## src/verilog/decode_config.svh

```systemverilog
`ifndef DECODE_CONFIG_SVH
`define DECODE_CONFIG_SVH

`define DEC_INST_WIDTH 32
`define DEC_IMM_WIDTH 32
`define DEC_REG_CHARS 4 // ABI names up to "zero"
`define DEC_NAME_CHARS 8 // Longest mnemonic is 7 chars
`define DEC_FLAG_WIDTH 8

`define FLAG_LOAD 0
`define FLAG_STORE 1
`define FLAG_BRANCH 2
`define FLAG_JUMP 3
`define FLAG_MEM 4
`define FLAG_WORD 5
`define FLAG_ILLEGAL 7 // Bit 6 stays zero

`endif

```

## src/verilog/decode_pkg.sv

```systemverilog
package decode_pkg;

	typedef enum logic [2:0] {
		FMT_R,
		FMT_I,
		FMT_S,
		FMT_B,
		FMT_U,
		FMT_J,
		FMT_SYS, // Fence and environment calls
		FMT_NONE
	} inst_format_e;

	typedef enum logic [6:0] {
		MN_UNKNOWN = 7'd0,
		MN_LUI, MN_AUIPC, MN_JAL, MN_JALR,
		MN_BEQ, MN_BNE, MN_BLT, MN_BGE, MN_BLTU, MN_BGEU,
		MN_LB, MN_LH, MN_LW, MN_LD, MN_LBU, MN_LHU, MN_LWU,
		MN_SB, MN_SH, MN_SW, MN_SD,
		MN_ADDI, MN_SLTI, MN_SLTIU, MN_XORI, MN_ORI, MN_ANDI,
		MN_SLLI, MN_SRLI, MN_SRAI,
		MN_ADD, MN_SUB, MN_SLL, MN_SLT, MN_SLTU,
		MN_XOR, MN_SRL, MN_SRA, MN_OR, MN_AND,
		MN_FENCE, MN_FENCE_I, MN_ECALL, MN_EBREAK,
		MN_ADDIW, MN_SLLIW, MN_SRLIW, MN_SRAIW,
		MN_ADDW, MN_SUBW, MN_SLLW, MN_SRLW, MN_SRAW,
		MN_MUL, MN_MULH, MN_MULHSU, MN_MULHU,
		MN_DIV, MN_DIVU, MN_REM, MN_REMU,
		MN_MULW, MN_DIVW, MN_DIVUW, MN_REMW, MN_REMUW
	} mnemonic_e;

	// Same 32-bit word seen through each base format
	typedef union packed {
		struct packed {
			logic [6:0] funct7;
			logic [4:0] rs2;
			logic [4:0] rs1;
			logic [2:0] funct3;
			logic [4:0] rd;
			logic [6:0] opcode;
		} r_fmt;
		struct packed {
			logic [11:0] imm12;
			logic [4:0] rs1;
			logic [2:0] funct3;
			logic [4:0] rd;
			logic [6:0] opcode;
		} i_fmt;
		struct packed {
			logic [6:0] imm_hi;
			logic [4:0] rs2;
			logic [4:0] rs1;
			logic [2:0] funct3;
			logic [4:0] imm_lo;
			logic [6:0] opcode;
		} s_fmt;
		struct packed {
			logic imm12;
			logic [5:0] imm10_5;
			logic [4:0] rs2;
			logic [4:0] rs1;
			logic [2:0] funct3;
			logic [3:0] imm4_1;
			logic imm11;
			logic [6:0] opcode;
		} b_fmt;
		struct packed {
			logic [19:0] imm20;
			logic [4:0] rd;
			logic [6:0] opcode;
		} u_fmt;
		struct packed {
			logic imm20;
			logic [9:0] imm10_1;
			logic imm11;
			logic [7:0] imm19_12;
			logic [4:0] rd;
			logic [6:0] opcode;
		} j_fmt;
	} inst_word_u;

endpackage

```

## src/verilog/imm_generator.sv

```systemverilog
`timescale 1ns/100ps
`include "decode_config.svh"

module imm_generator (
	input logic clk,
	input logic rst_n,
	input logic inst_valid,
	input decode_pkg::inst_word_u instruction,
	input decode_pkg::inst_format_e format_next,
	output logic [`DEC_IMM_WIDTH-1:0] imm
);

	logic [`DEC_IMM_WIDTH-1:0] imm_next;

	always_comb
	begin
		case (format_next)
			decode_pkg::FMT_I:
				imm_next = {{(`DEC_IMM_WIDTH-12){instruction.i_fmt.imm12[11]}},
					instruction.i_fmt.imm12};
			decode_pkg::FMT_S:
				imm_next = {{(`DEC_IMM_WIDTH-12){instruction.s_fmt.imm_hi[6]}},
					instruction.s_fmt.imm_hi, instruction.s_fmt.imm_lo};
			decode_pkg::FMT_B:
				imm_next = {{(`DEC_IMM_WIDTH-13){instruction.b_fmt.imm12}},
					instruction.b_fmt.imm12, instruction.b_fmt.imm11,
					instruction.b_fmt.imm10_5, instruction.b_fmt.imm4_1, 1'b0};
			decode_pkg::FMT_U:
				imm_next = {instruction.u_fmt.imm20, 12'h000}; // Upper 20 bits
			decode_pkg::FMT_J:
				imm_next = {{(`DEC_IMM_WIDTH-21){instruction.j_fmt.imm20}},
					instruction.j_fmt.imm20, instruction.j_fmt.imm19_12,
					instruction.j_fmt.imm11, instruction.j_fmt.imm10_1, 1'b0};
			default:
				imm_next = '0; // R, SYS and illegal words carry no immediate
		endcase
	end

	always_ff @(posedge clk or negedge rst_n)
	begin
		if (!rst_n)
			imm <= '0;
		else if (inst_valid)
			imm <= imm_next;
	end

	a_offset_even: assert property (@(posedge clk) disable iff (!rst_n)
		(inst_valid && format_next inside {decode_pkg::FMT_B, decode_pkg::FMT_J}) |=>
		(imm[0] == 1'b0))
		else $error("imm_generator: odd branch or jump offset");

endmodule

```

## config.mk

```make
export PLATFORM = sky130hd
export DESIGN_NAME = imm_generator
export DESIGN_NICKNAME = d
export VERILOG_FILES = /design/src/verilog/decode_pkg.sv /design/src/verilog/imm_generator.sv
export VERILOG_INCLUDE_DIRS = /design/src /design/src/verilog
export SDC_FILE = /design/constraint.sdc
export NUM_CORES = 1
export LEC_CHECK = 0
export ABC_AREA = 1
export BUFFER_PORTS_ARGS = -buffer_cell sky130_fd_sc_hd__buf_2
export CAP_MARGIN = 10
export CORE_ASPECT_RATIO = 1.25
export CORE_MARGIN = 8
export CORE_UTILIZATION = 47
export CTS_CLUSTER_DIAMETER = 200
export DETAILED_ROUTE_END_ITERATION = 12
export PLACE_DENSITY = 0.78
export SYNTH_ARGS = -nofsm -noshare
export SYNTH_HDL_FRONTEND = slang
export SYNTH_SLANG_ARGS = --single-unit
```

## constraint.sdc

```tcl
create_clock -name clk -period 0.8 [get_ports clk]
set_input_delay 0.08 -clock clk [delete_from_list [all_inputs] [get_ports clk]]
set_output_delay 0.08 -clock clk [all_outputs]
set_load 0.01 [all_outputs]
```

==> impl_metrics.prom <==
# TYPE chip_impl_metric gauge
chip_impl_info{name="run_status",value="finished, violations left"} 1
chip_impl_info{name="violations",value="setup timing"} 1
chip_impl_metric{name="drc_errors",unit=""} 0
chip_impl_metric{name="max_cap_violations",unit=""} 0
chip_impl_metric{name="diodes",unit=""} 0
chip_impl_metric{name="crit_path_max_fanout",unit=""} 2
chip_impl_info{name="min-delay-path-class",value="in2reg"} 1
chip_impl_metric{name="synth.avg_cell_area",unit="sq um"} 7.76
chip_impl_info{name="class_of_the_most_critical_setup_path",value="reg2out"} 1
chip_impl_metric{name="grt_usage",unit="%"} 17.2
chip_impl_metric{name="tightestPinTransition",unit="ps"} 270
chip_impl_info{name="synth.most_common_cell",value="nand2_1"} 1
chip_impl_metric{name="final_layout_fill_cell_count",unit=""} 271
chip_impl_info{name="timing.critical_path.max_delay_family",value="flip-flops"} 1
chip_impl_metric{name="synth_seq_cells",unit=""} 32
chip_impl_metric{name="post-route-min-period",unit="ps"} 908
chip_impl_metric{name="gp_congestion",unit=""} 0.805
chip_impl_metric{name="post_route_clock_period_utilization",unit="%"} 114
chip_impl_metric{name="hold_violation_count_in_the_final_report",unit=""} 0
chip_impl_info{name="biggest_registers_after_layout",value="imm (32)"} 1
chip_impl_metric{name="route.detailed.wl_per_inst",unit="um"} 14.0
chip_impl_metric{name="rows",unit=""} 23
chip_impl_metric{name="clock_tree.buffer_depth",unit=""} 2
chip_impl_metric{name="cts_num_sinks",unit=""} 32
chip_impl_metric{name="first_iter_violations",unit=""} 92
chip_impl_info{name="synth_top_flop_cell",value="dfrtp_1"} 1
chip_impl_metric{name="timing_max_transition_violations_final",unit=""} 0
chip_impl_info{name="slowest_stage",value="dfrtp_1"} 1
chip_impl_info{name="largest-register",value="imm"} 1
chip_impl_metric{name="ctsHtreeMaxLevel",unit=""} 2
chip_impl_info{name="cp-end-kind",value="output port"} 1
chip_impl_metric{name="reg2reg_slack",unit="ps"} -30
chip_impl_metric{name="layout.area.seq",unit="sq um"} 801
chip_impl_metric{name="grt_antenna_before_repair",unit=""} 0
chip_impl_metric{name="cts_inserted_buffers",unit=""} 5
chip_impl_metric{name="timing.slew.headroom",unit="%"} 82.0
chip_impl_metric{name="synthesis.nets",unit=""} 243
chip_impl_info{name="synth_commonest_cells",value="nand2_1 (108), dfrtp_1 (32), nand3_1 (30)"} 1
chip_impl_metric{name="cpPeakStageDelay",unit="ps"} 400
chip_impl_metric{name="power_density",unit="nW/um^2"} 1860
chip_impl_info{name="yosys.area.top_type",value="dfrtp_1"} 1
chip_impl_metric{name="clk_transition_reported_paths",unit="ps"} 70
chip_impl_metric{name="floorplan.io_pins",unit=""} 70
chip_impl_metric{name="viasPerCell",unit=""} 5.06
chip_impl_metric{name="layout_cell_share_with_drive_strength_beyond_1",unit="%"} 39.5
chip_impl_metric{name="timing.critical_path.required",unit="ps"} 720
chip_impl_metric{name="synth_seq_area_share",unit="%"} 50.4
chip_impl_info{name="cts_root_buf",value="clkbuf_8"} 1
chip_impl_metric{name="timing.fmax",unit="MHz"} 1100
chip_impl_info{name="grt_setup_unrepaired",value="true"} 1
chip_impl_metric{name="num_vias",unit=""} 1699
chip_impl_metric{name="yosysUniqueCellTypes",unit=""} 18
chip_impl_metric{name="timing.final.setup_violations",unit=""} 34
chip_impl_metric{name="synth_enable_flop_cells",unit=""} 0
chip_impl_metric{name="start_util",unit="%"} 49.3
chip_impl_info{name="timing.critical_path.cells",value="buf_2"} 1
chip_impl_metric{name="post-dp-hpwl",unit="um"} 3350
chip_impl_metric{name="syn-cell-area",unit="sq um"} 1590
chip_impl_metric{name="die_height",unit="um"} 81.0
chip_impl_metric{name="power.ir.vdd_worst",unit="V"} 0.00148
chip_impl_metric{name="worst-endpoint-arrival",unit="ps"} 830
chip_impl_info{name="critical_path.startpoint_type",value="flip-flop"} 1
chip_impl_metric{name="timing.setup.tns",unit="ps"} -2730
chip_impl_metric{name="synthesis.instances",unit=""} 205
chip_impl_metric{name="path_buf_inv",unit=""} 1
chip_impl_metric{name="die_width",unit="um"} 68.0
chip_impl_metric{name="die_area",unit="sq um"} 5510
chip_impl_metric{name="finalNetCount",unit=""} 336
chip_impl_metric{name="synth.top_cell.area_share",unit="%"} 50.4
chip_impl_metric{name="port_buffers",unit=""} 62
chip_impl_metric{name="clk-insertion-delay-late",unit="ps"} 280
chip_impl_metric{name="area.growth.synth_to_final",unit="%"} 48.5
chip_impl_metric{name="antenna_left",unit=""} 0
chip_impl_metric{name="multi_input_area",unit="sq um"} 709
chip_impl_metric{name="power.leakage",unit="nW"} 1.43
chip_impl_metric{name="drt_wl_total",unit="um"} 4700
chip_impl_metric{name="worst_hold_slack",unit="ps"} 52.5
chip_impl_metric{name="ys.warnings.count",unit=""} 0
chip_impl_metric{name="largest_register_ff_count",unit=""} 32
chip_impl_metric{name="postLayoutSetupSlackWorst",unit="ps"} -108
chip_impl_metric{name="grt_start_max_net_pins",unit=""} 33
chip_impl_metric{name="grt_pass1_wl",unit="um"} 7400
chip_impl_metric{name="core",unit="sq um"} 3220
chip_impl_metric{name="synthArstFlopShare",unit="%"} 100
chip_impl_metric{name="first_global_vias",unit=""} 1684
chip_impl_info{name="tritoncts",value="yes"} 1
chip_impl_metric{name="total_grt_overflow",unit=""} 0
chip_impl_info{name="ys_top_cells_by_area",value="dfrtp_1 (50%), nand2_1 (25%), nand3_1 (9.4%), buf_6 (2.1%), o21ai_2 (1.7%)"} 1
chip_impl_metric{name="first_pass_iters",unit=""} 5
chip_impl_metric{name="finalClockSkew",unit="ps"} 0
-- layout by cell type (no fill, tap or decap), types with 2 or more instances in the layout --
cell      instances
o21ai_2           3
nand2_1         105
nand3_1          29
clkbuf_8          5
buf_4            27
o21ai_0           5
dfrtp_1          32
nand2_2           5
buf_6             7
nand4_1           2
inv_1             5
buf_2            57
buf_12            4
-- path summary, 6_finish.rpt --
| check | cells past startpoint | end | start |
|---|---|---|---|
| max reg2reg | 4 | imm[14] | imm[14] |
| max in group asynchronous | 3 | imm[21] | rst_n |
| min in group asynchronous | 3 | imm[12] | rst_n |
| min | 3 | imm[8] | instruction[28] |
| max | 1 | imm[5] | imm[5] |
| min reg2reg | 2 | imm[13] | imm[13] |
-- area by class of cell --
type                            count  area share (%)
Clock inverter                      2            1.48
Timing Repair Buffer               96            27.8
Multi-Input combinational cell    155            30.0
Inverter                            8            1.70
Tap cell                           37            1.96
Sequential cell                    32            33.9
Clock buffer                        6            3.07
-- routing by layer --
metal	part of all wire (%)	global-route usage [%]	vias to the layer above	routed length [um]
met3	7.9	5.91	9	371
met1	39	18.3	792	1810
met5	0	0	-	0
li1	-	-	833	-
met4	1.8	6.57	0	85
met2	52	30.1	65	2430
-- metrics by stage --
stage / util (%) / cells / power [W] / worst slack, ps / instance area (sq um)
6_report: 73.3 / 336 / 0.00440 / -108 / 2360
5_1_grt: 73.3 / 336 / 0.00461 / -133 / 2360
4_1_cts: 69.6 / 327 / 0.00429 / -108 / 2240
3_5_place_dp: 63.6 / 308 / 0.00272 / -215 / 2050
3_3_place_gp: 63.6 / 308 / 0.00269 / -188 / 2050
2_1_floorplan: - / 205 / 0.00230 / -49.9 / 1610
-- what timing repair did --
action                                  CTS  global route
gates resized for setup                   0            11
buffers inserted                         10            10
pin swaps                                 0             2
hold buffers                              1             0
hold endpoints to repair                 32             0
endpoints found under the setup margin   32            41
-- power breakdown --
part | internal (W) | leakage (nW) | switching, W
Sequential | 0.00177 | 0.417 | 0.0000837
Clock | 0.000924 | 0.0552 | 0.000604
Combinational | 0.000491 | 0.956 | 0.000523
-- cell families (layout without fill, tap and decap cells) --
logic type,after synthesis,in the layout,share of synthesized area [%]
AO/OA/AOI/OAI,10,10,4.56
flip-flops,32,32,50.4
buffers and inverters,18,112,6.14
AND/OR/NAND/NOR,145,145,38.9
Power figures use the tool's default switching activity.
