**config.mk**
```make
export PLATFORM = sky130hd
export DESIGN_NAME = opcode_classifier
export DESIGN_NICKNAME = d
export VERILOG_FILES = /design/src/verilog/decode_pkg.sv /design/src/verilog/opcode_classifier.sv
export VERILOG_INCLUDE_DIRS = /design/src /design/src/verilog
export SDC_FILE = /design/constraint.sdc
export NUM_CORES = 1
export LEC_CHECK = 0
export BUFFER_PORTS_ARGS = -buffer_cell sky130_fd_sc_hd__clkbuf_2
export CORE_MARGIN = 5
export CORE_UTILIZATION = 50
export CTS_CLUSTER_DIAMETER = 40
export DETAILED_ROUTE_END_ITERATION = 10
export PLACE_DENSITY_LB_ADDON = 0.25
export REMOVE_ABC_BUFFERS = 1
export SLEW_MARGIN = 20
export SYNTH_ARGS = -nofsm -noshare
export SYNTH_HDL_FRONTEND = slang
export SYNTH_SLANG_ARGS = --single-unit
```
**constraint.sdc**
```tcl
create_clock -name clk -period 7.1 [get_ports clk]
set_input_delay 1.065 -clock clk [delete_from_list [all_inputs] [get_ports clk]]
set_output_delay 1.065 -clock clk [all_outputs]
set_load 0.03 [all_outputs]
```
**src/verilog/decode_config.svh**
```systemverilog
`ifndef DECODE_CONFIG_SVH
`define DECODE_CONFIG_SVH

`define DEC_INST_WIDTH 32
`define DEC_IMM_WIDTH 32
`define DEC_REG_CHARS 4 // ABI names up to "zero"
`define DEC_NAME_CHARS 8 // Longest mnemonic is 7 chars
`define DEC_FLAG_WIDTH 8

`define FLAG_LOAD 0
`define FLAG_STORE 1
`define FLAG_BRANCH 2
`define FLAG_JUMP 3
`define FLAG_MEM 4
`define FLAG_WORD 5
`define FLAG_ILLEGAL 7 // Bit 6 stays zero

`endif

```
**src/verilog/decode_pkg.sv**
```systemverilog
package decode_pkg;

	typedef enum logic [2:0] {
		FMT_R,
		FMT_I,
		FMT_S,
		FMT_B,
		FMT_U,
		FMT_J,
		FMT_SYS, // Fence and environment calls
		FMT_NONE
	} inst_format_e;

	typedef enum logic [6:0] {
		MN_UNKNOWN = 7'd0,
		MN_LUI, MN_AUIPC, MN_JAL, MN_JALR,
		MN_BEQ, MN_BNE, MN_BLT, MN_BGE, MN_BLTU, MN_BGEU,
		MN_LB, MN_LH, MN_LW, MN_LD, MN_LBU, MN_LHU, MN_LWU,
		MN_SB, MN_SH, MN_SW, MN_SD,
		MN_ADDI, MN_SLTI, MN_SLTIU, MN_XORI, MN_ORI, MN_ANDI,
		MN_SLLI, MN_SRLI, MN_SRAI,
		MN_ADD, MN_SUB, MN_SLL, MN_SLT, MN_SLTU,
		MN_XOR, MN_SRL, MN_SRA, MN_OR, MN_AND,
		MN_FENCE, MN_FENCE_I, MN_ECALL, MN_EBREAK,
		MN_ADDIW, MN_SLLIW, MN_SRLIW, MN_SRAIW,
		MN_ADDW, MN_SUBW, MN_SLLW, MN_SRLW, MN_SRAW,
		MN_MUL, MN_MULH, MN_MULHSU, MN_MULHU,
		MN_DIV, MN_DIVU, MN_REM, MN_REMU,
		MN_MULW, MN_DIVW, MN_DIVUW, MN_REMW, MN_REMUW
	} mnemonic_e;

	// Same 32-bit word seen through each base format
	typedef union packed {
		struct packed {
			logic [6:0] funct7;
			logic [4:0] rs2;
			logic [4:0] rs1;
			logic [2:0] funct3;
			logic [4:0] rd;
			logic [6:0] opcode;
		} r_fmt;
		struct packed {
			logic [11:0] imm12;
			logic [4:0] rs1;
			logic [2:0] funct3;
			logic [4:0] rd;
			logic [6:0] opcode;
		} i_fmt;
		struct packed {
			logic [6:0] imm_hi;
			logic [4:0] rs2;
			logic [4:0] rs1;
			logic [2:0] funct3;
			logic [4:0] imm_lo;
			logic [6:0] opcode;
		} s_fmt;
		struct packed {
			logic imm12;
			logic [5:0] imm10_5;
			logic [4:0] rs2;
			logic [4:0] rs1;
			logic [2:0] funct3;
			logic [3:0] imm4_1;
			logic imm11;
			logic [6:0] opcode;
		} b_fmt;
		struct packed {
			logic [19:0] imm20;
			logic [4:0] rd;
			logic [6:0] opcode;
		} u_fmt;
		struct packed {
			logic imm20;
			logic [9:0] imm10_1;
			logic imm11;
			logic [7:0] imm19_12;
			logic [4:0] rd;
			logic [6:0] opcode;
		} j_fmt;
	} inst_word_u;

endpackage

```
**src/verilog/opcode_classifier.sv**
```systemverilog
`timescale 1ns/100ps
`include "decode_config.svh"

module opcode_classifier (
	input logic clk,
	input logic rst_n,
	input logic inst_valid,
	input decode_pkg::inst_word_u instruction,
	output decode_pkg::inst_format_e format_next,
	output logic out_valid,
	output decode_pkg::inst_format_e format,
	output decode_pkg::mnemonic_e mnemonic,
	output logic [`DEC_FLAG_WIDTH-1:0] flags
);

	localparam logic [6:0] OP_LOAD = 7'h03;
	localparam logic [6:0] OP_MISC_MEM = 7'h0F;
	localparam logic [6:0] OP_IMM = 7'h13;
	localparam logic [6:0] OP_AUIPC = 7'h17;
	localparam logic [6:0] OP_IMM_32 = 7'h1B;
	localparam logic [6:0] OP_STORE = 7'h23;
	localparam logic [6:0] OP_OP = 7'h33;
	localparam logic [6:0] OP_LUI = 7'h37;
	localparam logic [6:0] OP_OP_32 = 7'h3B;
	localparam logic [6:0] OP_BRANCH = 7'h63;
	localparam logic [6:0] OP_JALR = 7'h67;
	localparam logic [6:0] OP_JAL = 7'h6F;
	localparam logic [6:0] OP_SYSTEM = 7'h73;

	logic [6:0] opcode;
	logic [2:0] funct3;
	logic [6:0] funct7;
	logic legal;
	decode_pkg::mnemonic_e mn_next;
	logic [`DEC_FLAG_WIDTH-1:0] flags_next;

	assign opcode = instruction.r_fmt.opcode;
	assign funct3 = instruction.r_fmt.funct3;
	assign funct7 = instruction.r_fmt.funct7;

	always_comb
	begin
		mn_next = decode_pkg::MN_UNKNOWN;
		case (opcode)
			OP_LUI: mn_next = decode_pkg::MN_LUI;
			OP_AUIPC: mn_next = decode_pkg::MN_AUIPC;
			OP_JAL: mn_next = decode_pkg::MN_JAL;
			OP_JALR: if (funct3 == 3'b000) mn_next = decode_pkg::MN_JALR;
			OP_BRANCH:
			case (funct3)
				3'b000: mn_next = decode_pkg::MN_BEQ;
				3'b001: mn_next = decode_pkg::MN_BNE;
				3'b100: mn_next = decode_pkg::MN_BLT;
				3'b101: mn_next = decode_pkg::MN_BGE;
				3'b110: mn_next = decode_pkg::MN_BLTU;
				3'b111: mn_next = decode_pkg::MN_BGEU;
				default: mn_next = decode_pkg::MN_UNKNOWN;
			endcase
			OP_LOAD:
			case (funct3)
				3'b000: mn_next = decode_pkg::MN_LB;
				3'b001: mn_next = decode_pkg::MN_LH;
				3'b010: mn_next = decode_pkg::MN_LW;
				3'b011: mn_next = decode_pkg::MN_LD;
				3'b100: mn_next = decode_pkg::MN_LBU;
				3'b101: mn_next = decode_pkg::MN_LHU;
				3'b110: mn_next = decode_pkg::MN_LWU;
				default: mn_next = decode_pkg::MN_UNKNOWN;
			endcase
			OP_STORE:
			case (funct3)
				3'b000: mn_next = decode_pkg::MN_SB;
				3'b001: mn_next = decode_pkg::MN_SH;
				3'b010: mn_next = decode_pkg::MN_SW;
				3'b011: mn_next = decode_pkg::MN_SD;
				default: mn_next = decode_pkg::MN_UNKNOWN;
			endcase
			OP_IMM:
			case (funct3)
				3'b000: mn_next = decode_pkg::MN_ADDI;
				3'b010: mn_next = decode_pkg::MN_SLTI;
				3'b011: mn_next = decode_pkg::MN_SLTIU;
				3'b100: mn_next = decode_pkg::MN_XORI;
				3'b110: mn_next = decode_pkg::MN_ORI;
				3'b111: mn_next = decode_pkg::MN_ANDI;
				3'b001: if (funct7[6:1] == 6'h00) mn_next = decode_pkg::MN_SLLI; // 6-bit shamt
				3'b101:
				begin
					if (funct7[6:1] == 6'h00)
						mn_next = decode_pkg::MN_SRLI;
					else if (funct7[6:1] == 6'h10)
						mn_next = decode_pkg::MN_SRAI;
				end
			endcase
			OP_IMM_32:
			case ({funct7, funct3})
				{7'h00, 3'b001}: mn_next = decode_pkg::MN_SLLIW;
				{7'h00, 3'b101}: mn_next = decode_pkg::MN_SRLIW;
				{7'h20, 3'b101}: mn_next = decode_pkg::MN_SRAIW;
				default: if (funct3 == 3'b000) mn_next = decode_pkg::MN_ADDIW;
			endcase
			OP_OP:
			case ({funct7, funct3})
				{7'h00, 3'b000}: mn_next = decode_pkg::MN_ADD;
				{7'h20, 3'b000}: mn_next = decode_pkg::MN_SUB;
				{7'h00, 3'b001}: mn_next = decode_pkg::MN_SLL;
				{7'h00, 3'b010}: mn_next = decode_pkg::MN_SLT;
				{7'h00, 3'b011}: mn_next = decode_pkg::MN_SLTU;
				{7'h00, 3'b100}: mn_next = decode_pkg::MN_XOR;
				{7'h00, 3'b101}: mn_next = decode_pkg::MN_SRL;
				{7'h20, 3'b101}: mn_next = decode_pkg::MN_SRA;
				{7'h00, 3'b110}: mn_next = decode_pkg::MN_OR;
				{7'h00, 3'b111}: mn_next = decode_pkg::MN_AND;
				{7'h01, 3'b000}: mn_next = decode_pkg::MN_MUL;
				{7'h01, 3'b001}: mn_next = decode_pkg::MN_MULH;
				{7'h01, 3'b010}: mn_next = decode_pkg::MN_MULHSU;
				{7'h01, 3'b011}: mn_next = decode_pkg::MN_MULHU;
				{7'h01, 3'b100}: mn_next = decode_pkg::MN_DIV;
				{7'h01, 3'b101}: mn_next = decode_pkg::MN_DIVU;
				{7'h01, 3'b110}: mn_next = decode_pkg::MN_REM;
				{7'h01, 3'b111}: mn_next = decode_pkg::MN_REMU;
				default: mn_next = decode_pkg::MN_UNKNOWN;
			endcase
			OP_OP_32:
			case ({funct7, funct3})
				{7'h00, 3'b000}: mn_next = decode_pkg::MN_ADDW;
				{7'h20, 3'b000}: mn_next = decode_pkg::MN_SUBW;
				{7'h00, 3'b001}: mn_next = decode_pkg::MN_SLLW;
				{7'h00, 3'b101}: mn_next = decode_pkg::MN_SRLW;
				{7'h20, 3'b101}: mn_next = decode_pkg::MN_SRAW;
				{7'h01, 3'b000}: mn_next = decode_pkg::MN_MULW;
				{7'h01, 3'b100}: mn_next = decode_pkg::MN_DIVW;
				{7'h01, 3'b101}: mn_next = decode_pkg::MN_DIVUW;
				{7'h01, 3'b110}: mn_next = decode_pkg::MN_REMW;
				{7'h01, 3'b111}: mn_next = decode_pkg::MN_REMUW;
				default: mn_next = decode_pkg::MN_UNKNOWN;
			endcase
			OP_MISC_MEM:
			begin
				if (funct3 == 3'b000)
					mn_next = decode_pkg::MN_FENCE;
				else if (funct3 == 3'b001)
					mn_next = decode_pkg::MN_FENCE_I;
			end
			OP_SYSTEM:
			begin
				if (instruction == 32'h0000_0073)
					mn_next = decode_pkg::MN_ECALL;
				else if (instruction == 32'h0010_0073)
					mn_next = decode_pkg::MN_EBREAK; // CSR forms fall through as unknown
			end
			default: mn_next = decode_pkg::MN_UNKNOWN;
		endcase
	end

	always_comb
	begin
		format_next = decode_pkg::FMT_NONE;
		if (mn_next != decode_pkg::MN_UNKNOWN)
		begin
			case (opcode)
				OP_OP, OP_OP_32: format_next = decode_pkg::FMT_R;
				OP_LOAD, OP_IMM, OP_IMM_32, OP_JALR: format_next = decode_pkg::FMT_I;
				OP_STORE: format_next = decode_pkg::FMT_S;
				OP_BRANCH: format_next = decode_pkg::FMT_B;
				OP_LUI, OP_AUIPC: format_next = decode_pkg::FMT_U;
				OP_JAL: format_next = decode_pkg::FMT_J;
				default: format_next = decode_pkg::FMT_SYS; // Fence, ecall, ebreak
			endcase
		end
	end

	assign legal = (format_next != decode_pkg::FMT_NONE);

	always_comb
	begin
		flags_next = '0;
		flags_next[`FLAG_LOAD] = legal && (opcode == OP_LOAD);
		flags_next[`FLAG_STORE] = legal && (opcode == OP_STORE);
		flags_next[`FLAG_MEM] = flags_next[`FLAG_LOAD] || flags_next[`FLAG_STORE];
		flags_next[`FLAG_BRANCH] = (format_next == decode_pkg::FMT_B);
		flags_next[`FLAG_JUMP] = legal && (opcode == OP_JAL || opcode == OP_JALR);
		flags_next[`FLAG_WORD] = legal && (opcode == OP_IMM_32 || opcode == OP_OP_32);
		flags_next[`FLAG_ILLEGAL] = !legal;
	end

	always_ff @(posedge clk or negedge rst_n)
	begin
		if (!rst_n)
		begin
			out_valid <= 1'b0;
			format <= decode_pkg::FMT_NONE;
			mnemonic <= decode_pkg::MN_UNKNOWN;
			flags <= '0;
		end
		else
		begin
			out_valid <= inst_valid;
			if (inst_valid)
			begin
				format <= format_next;
				mnemonic <= mn_next;
				flags <= flags_next;
			end
		end
	end

	a_illegal_iff_none: assert property (@(posedge clk) disable iff (!rst_n)
		out_valid |-> (flags[`FLAG_ILLEGAL] == (format == decode_pkg::FMT_NONE)))
		else $error("opcode_classifier: illegal flag disagrees with format");

	a_load_store_excl: assert property (@(posedge clk) disable iff (!rst_n)
		!(flags[`FLAG_LOAD] && flags[`FLAG_STORE]))
		else $error("opcode_classifier: load and store both set");

	a_valid_one_cycle: assert property (@(posedge clk) disable iff (!rst_n)
		out_valid |-> $past(inst_valid))
		else $error("opcode_classifier: out_valid without inst_valid");

endmodule

```
==> metrics <==
outcome finished, final reports clean; Max Transition Viols Final 0; Die Span X ~70 µm; required time of the worst setup path slightly above 6 ns; post-CTS setup buffer count 0; category of the critical setup timing path input pin to output port; worst clock skew 0 ns; floorplan row count 22; Filler Cell Count roughly 390; number of global-route vias before repair 1891; cells resized by post-CTS repair 0; part of the Yosys area used for sequential elements a little under a quarter; flip-flop and latch area approximately 450 µm²; leakage component of the power between 0.9 and 1 nW; Slew Limit Headroom about half; count of endpoints failing hold in the final timing report 0; last weighted congestion value of the routability-driven placer ~1.1; count of synthesis-stage warnings from yosys 0; number of buffer cells added on primary ports 55; syn avg cell area 7.16 µm²; filler-free cell count of the finished design 350; Core Footprint roughly 3700 µm²; post-layout min period a little under 5 ns; number of library cell types mapped by synthesis between 60 and 70; worst voltage drop across the vdd grid approximately 65 µV; slowest CP cell nor4_1; remaining number of nets flagged by the antenna check after routing 0; highest net fanout along the worst path 32; overall via count from detail_route roughly 2.2k; number of iterations in the first detailed-routing pass 5; most common flop cell mapped by yosys dfrtp_1; final global-route overflow total 0; post-layout utilization of the core 58.9%; number of nets in the layout between 300 and 400; Detailed Place HPWL 4.17 mm; maximum level of the CTS H-tree 1; Post-Route Hold Slack 0.489 ns; RSZ-0062 raised after global routing no; cell at the root of the clock tree clkbuf_8; initial standard-cell utilization of the core between 50 and 60%; endpoint kind of the worst setup timing path output port; maximum frequency from static timing analysis between 200 and 250 MHz; Pwr Density about 130 nW/µm²; multi-input logic area around 1300 µm²; antenna violations before repair 0; FF+latch count, synth 18; overall global routing resource usage a little over a fifth; number of instances in the synthesized netlist ~270; most frequent CP cell nor4_1; die height about 70 µm; Setup violations, final 0; transition time at the pin with the least slew margin slightly above 0.7 ns; average vias per placed instance 6.16; area of the mapped netlist about 1900 µm²; clock transition at the registers of the reported paths 0.06 ns; most common cell after layout, fill and taps aside clkbuf_2; detail-routed net length per standard cell about 16 µm; I/O pin total between 50 and 60; startpoint type of the worst setup path input pin; sink count of the clock tree 18; TritonCTS clock tree done; wire length of the first global-routing pass between 9 and 10 mm; delay of the slowest cell on the worst path around 0.63 ns; initial drt markers between 100 and 150; count of inserted antenna diode cells 0; count of hold buffers inserted by post-cts repair 0; CTS buffer count 3; Die ar. between 5000 and 6000 µm²; layout cells sized above 1 between 20% and 30%; asr flop ratio synth between 90% and 100%; final-layout setup total negative slack 0 ns; number of instances in the placed design between 300 and 400; EDFF count, synth 0; critical path arrival around 3.8 ns; number of buffers on the longest clock path 2; largest net degree at the start of global routing 33; post-route fraction of the period consumed by the critical path between 60% and 70%; clock latency reported for the late side of the worst-skew pair roughly 0.25 ns; Hold WC Path Type register to register; chain of cells forming the critical path clkbuf_2 -> nor4_1 -> nand3_1 -> nor4_1 -> nand2b_1 -> o2111ai_1 -> nor4_1 -> nand4_2 -> nand2_1 -> clkbuf_2; Final Routed Wirelength between 5 and 6 mm; number of remaining DRC errors 0; commonest cells after routing, fill and taps aside 55 x clkbuf_2, 38 x nor2_1, 24 x nand2_1; max cap viols 0; area overhead of the layout relative to synthesis 13.7%
[cells in the mapped netlist, types with 4 or more instances]
library cell,count,share of area [%]
nand3_1,15,3.9
nor2b_1,12,3.9
nor2_1,38,7.5
nand4_1,4,1.3
nand3b_1,5,2.0
clkbuf_1,6,1.2
a22o_1,6,2.8
nand2b_1,6,2.0
nor3_1,13,3.4
nand2_1,24,4.7
o21ai_0,13,3.4
nor4_1,7,2.3
a31oi_1,8,2.6
inv_1,5,0.98
o32ai_1,5,2.3
dfrtp_1,15,20
buf_2,13,3.4
a21oi_1,13,3.4
and2_1,4,1.3
[per-layer routing]
metal	vias up	GRT usage (%)	routed length [µm]	part of all wire, %
met5	-	0	0	0
met1	955	31.2	2370	43
met2	130	34.2	2500	45
li1	1059	-	-	-
met3	13	2.24	548	9.9
met4	0	5.43	101	1.8
[stage by stage]
step	power (mW)	worst slack, ns	cell area (µm²)
finish	0.274	2.27	2170
global route	0.290	1.91	2170
CTS	0.277	2.31	2170
detailed placement	0.196	2.33	2120
global placement	0.195	2.40	2120
floorplan	0.157	3.19	1780
[flip-flops by register name (all words and copies together) (netlist names)]
| name | cells |
|---|---|
| format | 3 |
| flags | 7 |
| out_valid | 1 |
| mnemonic | 7 |
[worst max-delay path: cells and delay by family]
kind                   cells  cell delay (ns)
buffers and inverters      2             0.54
and+or+nand+nor            7             1.96
AOI/OAI and AO/OA          1             0.18
[layout make-up]
class | instances | share of cell area [%]
Tap cell | 48 | 2.76
Timing Repair Buffer | 55 | 12.7
Clock buffer | 4 | 2.53
Multi-Input combinational cell | 219 | 60.1
Sequential cell | 18 | 20.9
Inverter | 6 | 1.04
[path summary, 6_finish.rpt]
kind / from / end / slack (ns) / depth (start not counted)
max: instruction[13] / format_next[1] / 2.27 / 10
min: format[1] / format[1] / 0.49 / 2
max reg2reg: mnemonic[2] / mnemonic[2] / 6.22 / 2
min reg2reg: format[1] / format[1] / 0.49 / 2
max in group asynchronous: rst_n / format[1] / 6.03 / 1
min in group asynchronous: rst_n / mnemonic[3] / 0.74 / 1
[report_power, final]
part | leakage [nW] | switching (mW) | internal, mW
clock | 0.0288 | 0.0304 | 0.0492
sequential | 0.228 | 0.00197 | 0.107
combinational | 0.658 | 0.0576 | 0.0280
[kinds of logic after synthesis]
| kind of cell | after synthesis | synth area share, % |
|---|---|---|
| xor+xnor | 1 | 0.458 |
| simple gates | 140 | 38.6 |
| other cells | 1 | 0.196 |
| mux | 5 | 2.82 |
| flops | 18 | 23.8 |
| compound gates | 72 | 26.3 |
| buf+inv | 30 | 7.92 |
Note: power is estimated with default switching activity, not from simulation.
