===== src/verilog/decode_config.svh =====
`ifndef DECODE_CONFIG_SVH
`define DECODE_CONFIG_SVH

`define DEC_INST_WIDTH 32
`define DEC_IMM_WIDTH 32
`define DEC_REG_CHARS 4 // ABI names up to "zero"
`define DEC_NAME_CHARS 8 // Longest mnemonic is 7 chars
`define DEC_FLAG_WIDTH 8

`define FLAG_LOAD 0
`define FLAG_STORE 1
`define FLAG_BRANCH 2
`define FLAG_JUMP 3
`define FLAG_MEM 4
`define FLAG_WORD 5
`define FLAG_ILLEGAL 7 // Bit 6 stays zero

`endif


===== src/verilog/decode_pkg.sv =====
package decode_pkg;

	typedef enum logic [2:0] {
		FMT_R,
		FMT_I,
		FMT_S,
		FMT_B,
		FMT_U,
		FMT_J,
		FMT_SYS, // Fence and environment calls
		FMT_NONE
	} inst_format_e;

	typedef enum logic [6:0] {
		MN_UNKNOWN = 7'd0,
		MN_LUI, MN_AUIPC, MN_JAL, MN_JALR,
		MN_BEQ, MN_BNE, MN_BLT, MN_BGE, MN_BLTU, MN_BGEU,
		MN_LB, MN_LH, MN_LW, MN_LD, MN_LBU, MN_LHU, MN_LWU,
		MN_SB, MN_SH, MN_SW, MN_SD,
		MN_ADDI, MN_SLTI, MN_SLTIU, MN_XORI, MN_ORI, MN_ANDI,
		MN_SLLI, MN_SRLI, MN_SRAI,
		MN_ADD, MN_SUB, MN_SLL, MN_SLT, MN_SLTU,
		MN_XOR, MN_SRL, MN_SRA, MN_OR, MN_AND,
		MN_FENCE, MN_FENCE_I, MN_ECALL, MN_EBREAK,
		MN_ADDIW, MN_SLLIW, MN_SRLIW, MN_SRAIW,
		MN_ADDW, MN_SUBW, MN_SLLW, MN_SRLW, MN_SRAW,
		MN_MUL, MN_MULH, MN_MULHSU, MN_MULHU,
		MN_DIV, MN_DIVU, MN_REM, MN_REMU,
		MN_MULW, MN_DIVW, MN_DIVUW, MN_REMW, MN_REMUW
	} mnemonic_e;

	// Same 32-bit word seen through each base format
	typedef union packed {
		struct packed {
			logic [6:0] funct7;
			logic [4:0] rs2;
			logic [4:0] rs1;
			logic [2:0] funct3;
			logic [4:0] rd;
			logic [6:0] opcode;
		} r_fmt;
		struct packed {
			logic [11:0] imm12;
			logic [4:0] rs1;
			logic [2:0] funct3;
			logic [4:0] rd;
			logic [6:0] opcode;
		} i_fmt;
		struct packed {
			logic [6:0] imm_hi;
			logic [4:0] rs2;
			logic [4:0] rs1;
			logic [2:0] funct3;
			logic [4:0] imm_lo;
			logic [6:0] opcode;
		} s_fmt;
		struct packed {
			logic imm12;
			logic [5:0] imm10_5;
			logic [4:0] rs2;
			logic [4:0] rs1;
			logic [2:0] funct3;
			logic [3:0] imm4_1;
			logic imm11;
			logic [6:0] opcode;
		} b_fmt;
		struct packed {
			logic [19:0] imm20;
			logic [4:0] rd;
			logic [6:0] opcode;
		} u_fmt;
		struct packed {
			logic imm20;
			logic [9:0] imm10_1;
			logic imm11;
			logic [7:0] imm19_12;
			logic [4:0] rd;
			logic [6:0] opcode;
		} j_fmt;
	} inst_word_u;

endpackage


===== src/verilog/reg_name_lookup.sv =====
`timescale 1ns/100ps
`include "decode_config.svh"

module reg_name_lookup (
	input logic clk,
	input logic rst_n,
	input logic inst_valid,
	input decode_pkg::inst_word_u instruction,
	input decode_pkg::inst_format_e format_next,
	output logic [`DEC_REG_CHARS*8-1:0] rd_name,
	output logic [`DEC_REG_CHARS*8-1:0] rs1_name,
	output logic [`DEC_REG_CHARS*8-1:0] rs2_name
);

	logic use_rd;
	logic use_rs1;
	logic use_rs2;

	function automatic logic [`DEC_REG_CHARS*8-1:0] abi_name(input logic [4:0] idx);
		case (idx)
			5'd0: abi_name = "zero";
			5'd1: abi_name = "ra";
			5'd2: abi_name = "sp";
			5'd3: abi_name = "gp";
			5'd4: abi_name = "tp";
			5'd5: abi_name = "t0";
			5'd6: abi_name = "t1";
			5'd7: abi_name = "t2";
			5'd8: abi_name = "s0";
			5'd9: abi_name = "s1";
			5'd10: abi_name = "a0";
			5'd11: abi_name = "a1";
			5'd12: abi_name = "a2";
			5'd13: abi_name = "a3";
			5'd14: abi_name = "a4";
			5'd15: abi_name = "a5";
			5'd16: abi_name = "a6";
			5'd17: abi_name = "a7";
			5'd18: abi_name = "s2";
			5'd19: abi_name = "s3";
			5'd20: abi_name = "s4";
			5'd21: abi_name = "s5";
			5'd22: abi_name = "s6";
			5'd23: abi_name = "s7";
			5'd24: abi_name = "s8";
			5'd25: abi_name = "s9";
			5'd26: abi_name = "s10";
			5'd27: abi_name = "s11";
			5'd28: abi_name = "t3";
			5'd29: abi_name = "t4";
			5'd30: abi_name = "t5";
			default: abi_name = "t6";
		endcase
	endfunction

	assign use_rd = format_next inside {decode_pkg::FMT_R, decode_pkg::FMT_I,
		decode_pkg::FMT_U, decode_pkg::FMT_J};
	assign use_rs1 = format_next inside {decode_pkg::FMT_R, decode_pkg::FMT_I,
		decode_pkg::FMT_S, decode_pkg::FMT_B};
	assign use_rs2 = format_next inside {decode_pkg::FMT_R, decode_pkg::FMT_S,
		decode_pkg::FMT_B};

	always_ff @(posedge clk or negedge rst_n)
	begin
		if (!rst_n)
		begin
			rd_name <= '0;
			rs1_name <= '0;
			rs2_name <= '0;
		end
		else if (inst_valid)
		begin
			rd_name <= use_rd ? abi_name(instruction.r_fmt.rd) : '0; // Unused field reads blank
			rs1_name <= use_rs1 ? abi_name(instruction.r_fmt.rs1) : '0;
			rs2_name <= use_rs2 ? abi_name(instruction.r_fmt.rs2) : '0;
		end
	end

	a_none_blank: assert property (@(posedge clk) disable iff (!rst_n)
		(inst_valid && format_next == decode_pkg::FMT_NONE) |=>
		(rd_name == '0 && rs1_name == '0 && rs2_name == '0))
		else $error("reg_name_lookup: names not blank for illegal word");

endmodule


===== config.mk =====
export PLATFORM = sky130hd
export DESIGN_NAME = reg_name_lookup
export DESIGN_NICKNAME = d
export VERILOG_FILES = /design/src/verilog/decode_pkg.sv /design/src/verilog/reg_name_lookup.sv
export VERILOG_INCLUDE_DIRS = /design/src /design/src/verilog
export SDC_FILE = /design/constraint.sdc
export NUM_CORES = 1
export LEC_CHECK = 0
export BUFFER_PORTS_ARGS = -buffer_cell sky130_fd_sc_hd__buf_2
export CORE_AREA = 5 5 65 110
export CTS_BUF_LIST = sky130_fd_sc_hd__clkbuf_16
export DETAILED_ROUTE_END_ITERATION = 8
export DIE_AREA = 0 0 70 115
export PLACE_DENSITY = 0.84
export SLEW_MARGIN = 0
export SYNTH_ARGS = -nofsm -noshare
export SYNTH_HDL_FRONTEND = slang
export SYNTH_SLANG_ARGS = --single-unit

===== constraint.sdc =====
create_clock -name clk -period 2 [get_ports clk]
set_clock_uncertainty 0.05 [all_clocks]
set_input_delay 0.4 -clock clk [delete_from_list [all_inputs] [get_ports clk]]
set_output_delay 0.4 -clock clk [all_outputs]
set_load 0.1 [all_outputs]

==> results of run 1 <==
## power by group through the flow
stage | logic [mW] | clock network (mW) | registers [mW]
2_1_floorplan | 0.601 | 0 | 1.51
3_3_place_gp | 1.20 | 0 | 1.03
3_5_place_dp | 1.21 | 0 | 1.03
4_1_cts | 1.22 | 0.815 | 1.02
5_1_grt | 1.26 | 0.853 | 1.02
6_report | 1.22 | 0.795 | 1.02
## worst min-delay path by stage
stage,endpoint,slack (ps),depth (start not counted)
global route,rs2_name[14],50,2
CTS,rs2_name[14],40,2
floorplan,rd_name[0],50,0
global placement,rs1_name[22],340,2
finish,rs2_name[14],30,2
detailed placement,rs2_name[14],350,2
## cells in the mapped netlist, types with 2 or more instances
| cell | count | area share [%] |
|---|---|---|
| a2111oi_0 | 4 | 1.1 |
| a211oi_1 | 3 | 0.73 |
| and3_1 | 2 | 0.41 |
| nand2b_1 | 7 | 1.4 |
| o41ai_1 | 5 | 1.4 |
| o21ai_1 | 4 | 0.65 |
| o32ai_2 | 2 | 1.1 |
| buf_4 | 56 | 14 |
| ha_1 | 12 | 4.9 |
| o211ai_1 | 4 | 0.98 |
| mux2i_1 | 2 | 0.65 |
| a21o_1 | 3 | 0.73 |
| inv_2 | 2 | 0.24 |
| o21ai_0 | 10 | 1.6 |
| nor2b_1 | 6 | 1.2 |
| a21boi_0 | 2 | 0.49 |
| clkbuf_1 | 2 | 0.24 |
| a31oi_1 | 3 | 0.61 |
| buf_6 | 3 | 1.1 |
| a22o_1 | 2 | 0.57 |
| o31ai_1 | 4 | 0.98 |
| nand4_1 | 2 | 0.41 |
| o31a_1 | 2 | 0.57 |
| o32ai_1 | 3 | 0.86 |
| nand4b_1 | 2 | 0.57 |
| nand3_1 | 8 | 1.3 |
| mux2_2 | 2 | 0.73 |
| inv_1 | 24 | 2.9 |
| buf_2 | 13 | 2.1 |
| o2bb2ai_1 | 15 | 4.3 |
| a21oi_1 | 7 | 1.1 |
| nor3b_1 | 2 | 0.49 |
| dfrtp_1 | 45 | 37 |
| nor2_1 | 14 | 1.7 |
| a311oi_1 | 2 | 0.57 |
| o311ai_0 | 2 | 0.57 |
| o21a_1 | 4 | 0.98 |
| nand2_1 | 14 | 1.7 |
| a32o_1 | 3 | 0.98 |
| nor4_1 | 3 | 0.61 |
## cells by family (layout without fill, tap and decap cells)
logic type | count (synthesis) | in the layout | synth area share (%)
muxes | 4 | 4 | 1.387
buffers and inverters | 101 | 132 | 20.48
and+or+nand+nor | 71 | 71 | 12.81
DFF | 45 | 45 | 36.72
other | 1 | 24 | 0.1223
adders and majority gates | 12 | 12 | 4.896
AOI/OAI and AO/OA | 92 | 92 | 23.58
## flip-flops by register name, indices dropped and copies added (netlist names)
name,count
rd_name,15
rs2_name,15
rs1_name,15
## per-stage QoR
| stage | std cells | cell area [um2] |
|---|---|---|
| 2_1_floorplan | 349 | 3153 |
| 3_3_place_gp | 452 | 3241 |
| 3_5_place_dp | 452 | 3241 |
| 4_1_cts | 460 | 3378 |
| 5_1_grt | 460 | 3378 |
| 6_report | 460 | 3378 |
## per-layer routing
layer	global-route usage (%)	vias up	share of wire, %
met5	0	-	0
met4	10.36	0	3.6
met3	3.937	22	6.4
met2	33.35	122	53
met1	19.82	1223	37
li1	-	1190	-
## final cells by class
cell class                 count  area [um2]
clock buffer                   5       125.1
timing repair buffer          98       518.0
tap                           80       100.1
multi-input combinational    203        1399
fill                         579        2803
inverter                      26       97.59
clock inverter                 3       12.51
sequential                    45        1126
## placed cells by master, fill, tap and decap left out, types with 5 or more instances in the layout
master	instances
clkbuf_16	5
nand3_1	8
nor2_1	14
nand2_1	14
buf_4	5
nand2b_1	7
nor2b_1	6
o2bb2ai_1	15
dfrtp_1	45
o41ai_1	5
inv_1	24
a21oi_1	7
o21ai_0	10
ha_1	12
buf_2	92
conb_1	24
==> results by group, run 1 <==
Outcome
  – Status: finished, final reports clean

Clocking
  – TritonCTS Sinks: 45
  – Hold-fix buffers, CTS: 0
  – CTS root buf: clkbuf_16
  – Bufs on Longest Clock Path: 2
  – Post-CTS sizing: 0
  – H-tree levels: 2
  – Reg clk slew, reported paths: 60 ps
  – CTS tree: yes
  – Setup Buffers After CTS: 0
  – Worst skew pair latency: 280 ps
  – Cts bufs inserted: 5

Critical path
  – CP required: 1550 ps
  – Reg-to-Reg End: rd_name[1]
  – Critical path startpoint category: register
  – Critical path's largest stage delay: 460 ps
  – CP top delay family: buffers and inverters
  – Crit path cell chain: buf_2
  – R2R Path Start: rd_name[1]
  – CP endpoint kind: output pin
  – Worst path bufs/invs: 1
  – R2R cell count: 2
  – Crit-path slowest cell: buf_2
  – Critical path arrival: 1170 ps
  – Crit Path Class: register to output pin
  – Worst reg2reg setup slack: 1130 ps
  – Setup crit end: rs2_name[18]
  – Worst Setup SP: rs2_name[29]
  – Critical path peak fanout: 7
  – Stages on the worst setup path: 1

Synthesis
  – Yosys warning total: 0
  – Syn Std Cell Area: 3067 um2
  – Seq cells post-synth: 45
  – Top_reg_cell synth: dfrtp_1
  – Synth unique cells: 61
  – Synth Instances: 326
  – Seq/Total Area, Yosys: 36.72%
  – Async SR Flop Fraction: 100.0%
  – EDFF count, synth: 0
  – Avg Cell Area, Syn: 9.407 um2

Detailed routing
  – Routed WL per cell: 16.11 um
  – Via Count: 2557
  – Post-DRT Antenna Nets: 0
  – Final wirelength: 7409 um
  – Drc violations: 0
  – DRT Pass-1 Iters: 4
  – Vias per cell: 5.559
  – 1st-iter DRT viols: 133

Flow run
  – Max cap viols: 0

Timing
  – Setup ws final: 381.6 ps
  – Final Max Slew Viols: 0
  – Fin Setup TNS: 0 ps
  – Final hold viol count: 0
  – Final period util: 80.92%
  – Max Clk Rate: 617.9 MHz
  – Final min period: 1618 ps
  – # setup viols final: 0
  – Hold WS: 29.73 ps
  – RSZ-0062 raised after global routing: false

Worst hold path
  – HP Class: input pin to asynchronous set/reset pin

GRT
  – First-pass GRT wire length: 12030 um
  – GRT Overall Usage: 18.48%
  – Vias in the first global route: 2556
  – Initial antenna violation count: 0
  – Largest net degree at the start of global routing: 46
  – Grt total ovfl: 0

Final layout
  – Finished Core Util: 54.66%
  – Share of post-route cells with drive strength above 1: 30.79%
  – Area Growth Syn to Fin: 10.16%
  – Number of diodes: 0
  – Fin nets: 429

Die
  – Initial core utilization: 49.62%
  – Cell Rows: 38
  – DIE WIDTH: 70 um
  – Die area: 8050 um2
  – Io pins: 134
  – Die Y: 115 um
  – Core area: 6181 um2

Placed design
  – Final RePlAce weighted congestion: 0.8676
  – Port bufs: 92
  – Placement Setup Slack: 236.1 ps
  – DP HPWL: 5484 um

Power and ir drop
  – Flop pwr share: 33.6%
  – Power Dens Cells: 896.0 nW/um2
  – Overall power: 3.027 mW
  – Worst vdd ir: 0.5030 mV
  – Sw Share: 46.97%
  – Combinational power share: 40.1%
  – Cell Int Power: 1.605 mW
  – Net switching power: 1.422 mW
  – Leakage power: 1.757 nW
  – Power share of the clock group: 26.3%
Power figures use the tool's default switching activity.
==> inputs of run 2 (changes only) <==
CORE_AREA = 5 5 67 114   (was 5 5 65 110)
DIE_AREA = 0 0 72 119   (was 0 0 70 115)
PLACE_DENSITY = 0.79   (was 0.84)
clock period = 1.7 ns   (was 2 ns; I/O delays follow)
==> run 2 against run 1 <==
Net effect:
- clock power rose by 36%
- register-to-register slack got worse by 290 ps
- worst hold slack improved by 250 ps
- non-clock buffer count rose by 6
- critical path depth did not move
- first-iteration DRC count did not move
- cell count rose by 1.7%
- setup slack got worse by 200 ps
- global-route usage fell by 1.7 points
- via count fell by 0.86%
- highest routed layer unchanged
==> results by group, run 2 (same netlist as run 1, synthesis figures left out) <==
Clocking
  – Cts bufs inserted: 5
  – Post-CTS sizing: 0
  – Setup Buffers After CTS: 0
  – Hold-fix buffers, CTS: 1
  – Worst skew pair latency: 280 ps
  – CTS root buf: clkbuf_16
  – Reg clk slew, reported paths: 60 ps
  – Bufs on Longest Clock Path: 2
  – H-tree levels: 2
  – TritonCTS Sinks: 45
  – CTS tree: yes

Outcome
  – Status: finished, final reports clean

Final layout
  – Share of post-route cells with drive strength above 1: 34.72%
  – Commonest non-fill, non-tap cell in the layout: buf_2
  – Reg area: 1141 um2
  – Area occupied by multi-input gates: 1399 um2
  – Filler cells: 588
  – Top flop regs: rd_name x15, rs1_name x15, rs2_name x15
  – Fin nets: 435
  – Number of diodes: 0
  – Most frequent cells in the layout: buf_2 (92), dfrtp_1 (33), inv_1 (25)
  – Area Growth Syn to Fin: 13.10%

Critical path
  – Critical path arrival: 1130 ps
  – Critical path peak fanout: 7
  – Critical path's largest stage delay: 440 ps
  – CP endpoint kind: output pin
  – CP top delay family: buffers and inverters
  – CP required: 1310 ps
  – Crit path cell chain: buf_2
  – Crit-path slowest cell: buf_2
  – Crit Path Class: register to output pin
  – Worst path bufs/invs: 1
  – Worst reg2reg setup slack: 840 ps
  – Critical path startpoint category: register

Placed design
  – Port bufs: 92
  – DP HPWL: 5330 um
  – Final RePlAce weighted congestion: 0.8787

Timing
  – Final Max Slew Viols: 0
  – Final hold viol count: 0
  – Final period util: 89.20%
  – Fin Setup TNS: 0 ps
  – Final min period: 1516 ps
  – RSZ-0062 raised after global routing: false
  – Max Clk Rate: 659.5 MHz
  – # setup viols final: 0

GRT
  – Initial antenna violation count: 0
  – Grt total ovfl: 0
  – Grt met2 use: 30.30%
  – M1 GR Usage: 18.85%
  – Largest net degree at the start of global routing: 46
  – First-pass GRT wire length: 11570 um
  – Global-route met3 utilization: 2.530%
  – Vias in the first global route: 2471
  – GRT Overall Usage: 16.77%
  – Most Crowded Layer GR: met2

Detailed routing
  – Vias per cell: 5.417
  – Via Count: 2535
  – Post-DRT Antenna Nets: 0
  – 1st-iter DRT viols: 133
  – Routed WL per cell: 15.31 um
  – Final wirelength: 7164 um
  – DRT Pass-1 Iters: 4
  – Drc violations: 0

Power and ir drop
  – Worst vdd ir: 0.6290 mV
  – Overall power: 3.715 mW
  – Leakage power: 1.781 nW
  – Power Dens Cells: 1071 nW/um2

Die
  – DIE WIDTH: 72 um
  – Die area: 8568 um2
  – Core area: 6539 um2
  – Cell Rows: 39
  – Io pins: 134
  – Die Y: 119 um
  – Initial core utilization: 46.90%

Flow run
  – Max cap viols: 0

Worst hold path
  – HP Class: input pin to register
run 2: changes by cell type in the layout (fill, tap and decap cells not counted), sizes merged:
cell	before	now
buf	98	103
clkinv	3	1
dlygate4sd3	0	1
bufinv	0	1
inv	26	27
run 2: where the power goes:
group / switching, mW / internal (mW)
clock network: 0.400 / 0.683
logic: 1.22 / 0.218
registers: 0.0484 / 1.15
total: 1.66 / 2.05
run 2: path summary, 6_finish.rpt:
path	start	endpoint	depth (start not counted)
worst max-delay path	rs1_name[29]	rs1_name[30]	1
worst min-delay path	format_next[2]	rs1_name[12]	2
worst max register to register	rd_name[1]	rd_name[1]	2
worst min register to register	rs2_name[14]	rs2_name[14]	1
max in group asynchronous	rst_n	rd_name[13]	3
min in group asynchronous	rst_n	rs1_name[3]	3
run 2: layout make-up:
cell class	instances	share of cell area [%]
well taps	82	2.958
inverters	26	2.814
clock buffers	5	3.607
multi-input cells	203	40.33
flip-flops and latches	45	32.90
repair buffers	104	16.31
clock inverters	3	1.082
run 2: through the flow:
stage | hold slack (ps) | area (um2) | worst slack [ps] | std cells | utilization [%]
floorplan | -5.591 | 3168 | 112.1 | 349 | -
global placement | 286.7 | 3296 | 90.99 | 459 | 50.40
detailed placement | 286.3 | 3296 | 59.69 | 459 | 50.40
CTS | 266.7 | 3468 | 161.2 | 468 | 53.04
global route | 301.1 | 3468 | 134.8 | 468 | 53.04
finish | 276.1 | 3468 | 183.7 | 468 | 53.04
run 2: per-layer routing:
metal / wire (um) / share of wire (%)
met1: 2771 / 39
met5: 0 / 0
met3: 474 / 6.6
met2: 3750 / 52
met4: 167 / 2.3
==> inputs of run 3 (changes only) <==
CTS_CLUSTER_SIZE = 12   (was default)
clock period = 1.6 ns   (was 1.7 ns; I/O delays follow)
==> run 3 against run 2 <==
Net effect:
- sequential power up 6%
- count of clock-buffer cells in the layout unchanged
- sequential share of layout area down 0.13 points
- worst hold slack worse by 12 ps
- clock power down 9%
- highest routed layer unchanged
==> results by group, run 3 (same netlist as run 1, synthesis figures left out) <==
Outcome
  – Status: finished, final reports clean

Critical path
  – Critical path's largest stage delay: 440 ps
  – Critical path arrival: 1120 ps
  – CP endpoint kind: output pin
  – Crit-path slowest cell: buf_2
  – Worst path bufs/invs: 1
  – Critical path peak fanout: 7
  – CP required: 1230 ps
  – CP top delay family: buffers and inverters
  – Crit path cell chain: buf_2
  – Crit Path Class: register to output pin
  – Critical path startpoint category: register

Placed design
  – Dpl cells: 464
  – DP HPWL: 5464 um
  – Final RePlAce weighted congestion: 0.8873
  – Placed Area: 3333 um2
  – Placement Setup Slack: -12.88 ps
  – Port bufs: 92

Die
  – Initial core utilization: 46.90%
  – Die Y: 119 um
  – Die area: 8568 um2
  – Core area: 6539 um2
  – DIE WIDTH: 72 um
  – Cell Rows: 39
  – Io pins: 134

Worst hold path
  – HP Class: input pin to register

Detailed routing
  – Post-DRT Antenna Nets: 0
  – Drc violations: 0
  – Final wirelength: 7151 um
  – Vias per cell: 5.355
  – Via Count: 2533
  – DRT Pass-1 Iters: 4
  – 1st-iter DRT viols: 56
  – Routed WL per cell: 15.12 um

Final layout
  – Area Growth Syn to Fin: 13.55%
  – Share of post-route cells with drive strength above 1: 35.81%
  – Top flop regs: rd_name x15, rs1_name x15, rs2_name x15
  – Number of diodes: 0
  – Fin nets: 440
  – Commonest non-fill, non-tap cell in the layout: buf_2
  – Area occupied by multi-input gates: 1399 um2
  – Reg area: 1141 um2
  – Most frequent cells in the layout: buf_2 (92), dfrtp_1 (33), inv_1 (25)
  – Filler cells: 643
  – Final cell count without fillers: 473
  – Cell area after layout: 3482 um2

GRT
  – Largest net degree at the start of global routing: 46
  – Vias in the first global route: 2575
  – GRT Overall Usage: 17.09%
  – First-pass GRT wire length: 12120 um
  – Initial antenna violation count: 0
  – Grt total ovfl: 0

Power and ir drop
  – Leakage power: 1.798 nW
  – Worst vdd ir: 0.6871 mV
  – Power Dens Cells: 1090 nW/um2

Timing
  – Max Clk Rate: 670.7 MHz
  – Worst slew margin: 60.23%
  – RSZ-0062 raised after global routing: false
  – Final period util: 93.18%
  – Setup ws final: 109.1 ps
  – Final Max Slew Viols: 0
  – # setup viols final: 0
  – Final hold viol count: 0
  – Worst-margin pin slew: 581.6 ps
  – Final min period: 1491 ps

Clocking
  – CTS tree: yes
  – TritonCTS Sinks: 45
  – Bufs on Longest Clock Path: 2
  – Setup Buffers After CTS: 0
  – Worst skew pair latency: 280 ps
  – CTS root buf: clkbuf_16
  – Reg clk slew, reported paths: 60 ps
  – Cts bufs inserted: 5
  – H-tree levels: 2

Flow run
  – Max cap viols: 0
## run 3: report_power, final
group	switching, mW	internal, mW
sequential	0.0509	1.22
combinational	1.29	0.239
clock	0.420	0.568
total	1.77	2.03
## run 3: cell type report
class	instances	area share (%)
repair buffers	109	17.32
clock buffers	5	3.593
clock inverters	3	0.3953
well taps	82	2.946
multi-input cells	203	40.17
inverters	26	2.803
flip-flops and latches	45	32.77
## run 3: metal layers
layer | share of wire (%) | routed length [um] | track usage (%) | up-vias
met5 | 0 | 0 | 0 | -
met4 | 2.3 | 163 | 7.176 | 0
met3 | 4.9 | 348 | 2.361 | 14
met2 | 53 | 3775 | 30.24 | 78
met1 | 40 | 2863 | 20.19 | 1226
li1 | - | - | - | 1215
## run 3: final timing paths
kind	from	cells past startpoint	to	slack, ps
min in group asynchronous	rst_n	3	rs2_name[14]	480
setup reg to reg	rd_name[1]	2	rd_name[1]	750
hold reg to reg	rd_name[9]	1	rd_name[9]	440
setup / recovery	rd_name[29]	1	rd_name[18]	110
max in group asynchronous	rst_n	3	rd_name[13]	770
hold / removal	format_next[2]	2	rs1_name[12]	260
## run 3: stage by stage
stage	TNS (ps)	utilization, %	total power, mW	hold slack (ps)
floorplan	0	-	2.643	-25.59
global route	0	53.25	3.945	282.0
finish	0	53.25	3.794	264.3
global placement	0	50.98	2.811	265.1
detailed placement	-12.88	50.98	2.826	272.2
CTS	0	53.25	3.825	256.1
## run 3: what timing repair did
item	CTS	global route
gates resized for setup	0	0
endpoints found under the hold margin	45	0
hold buffers	1	0
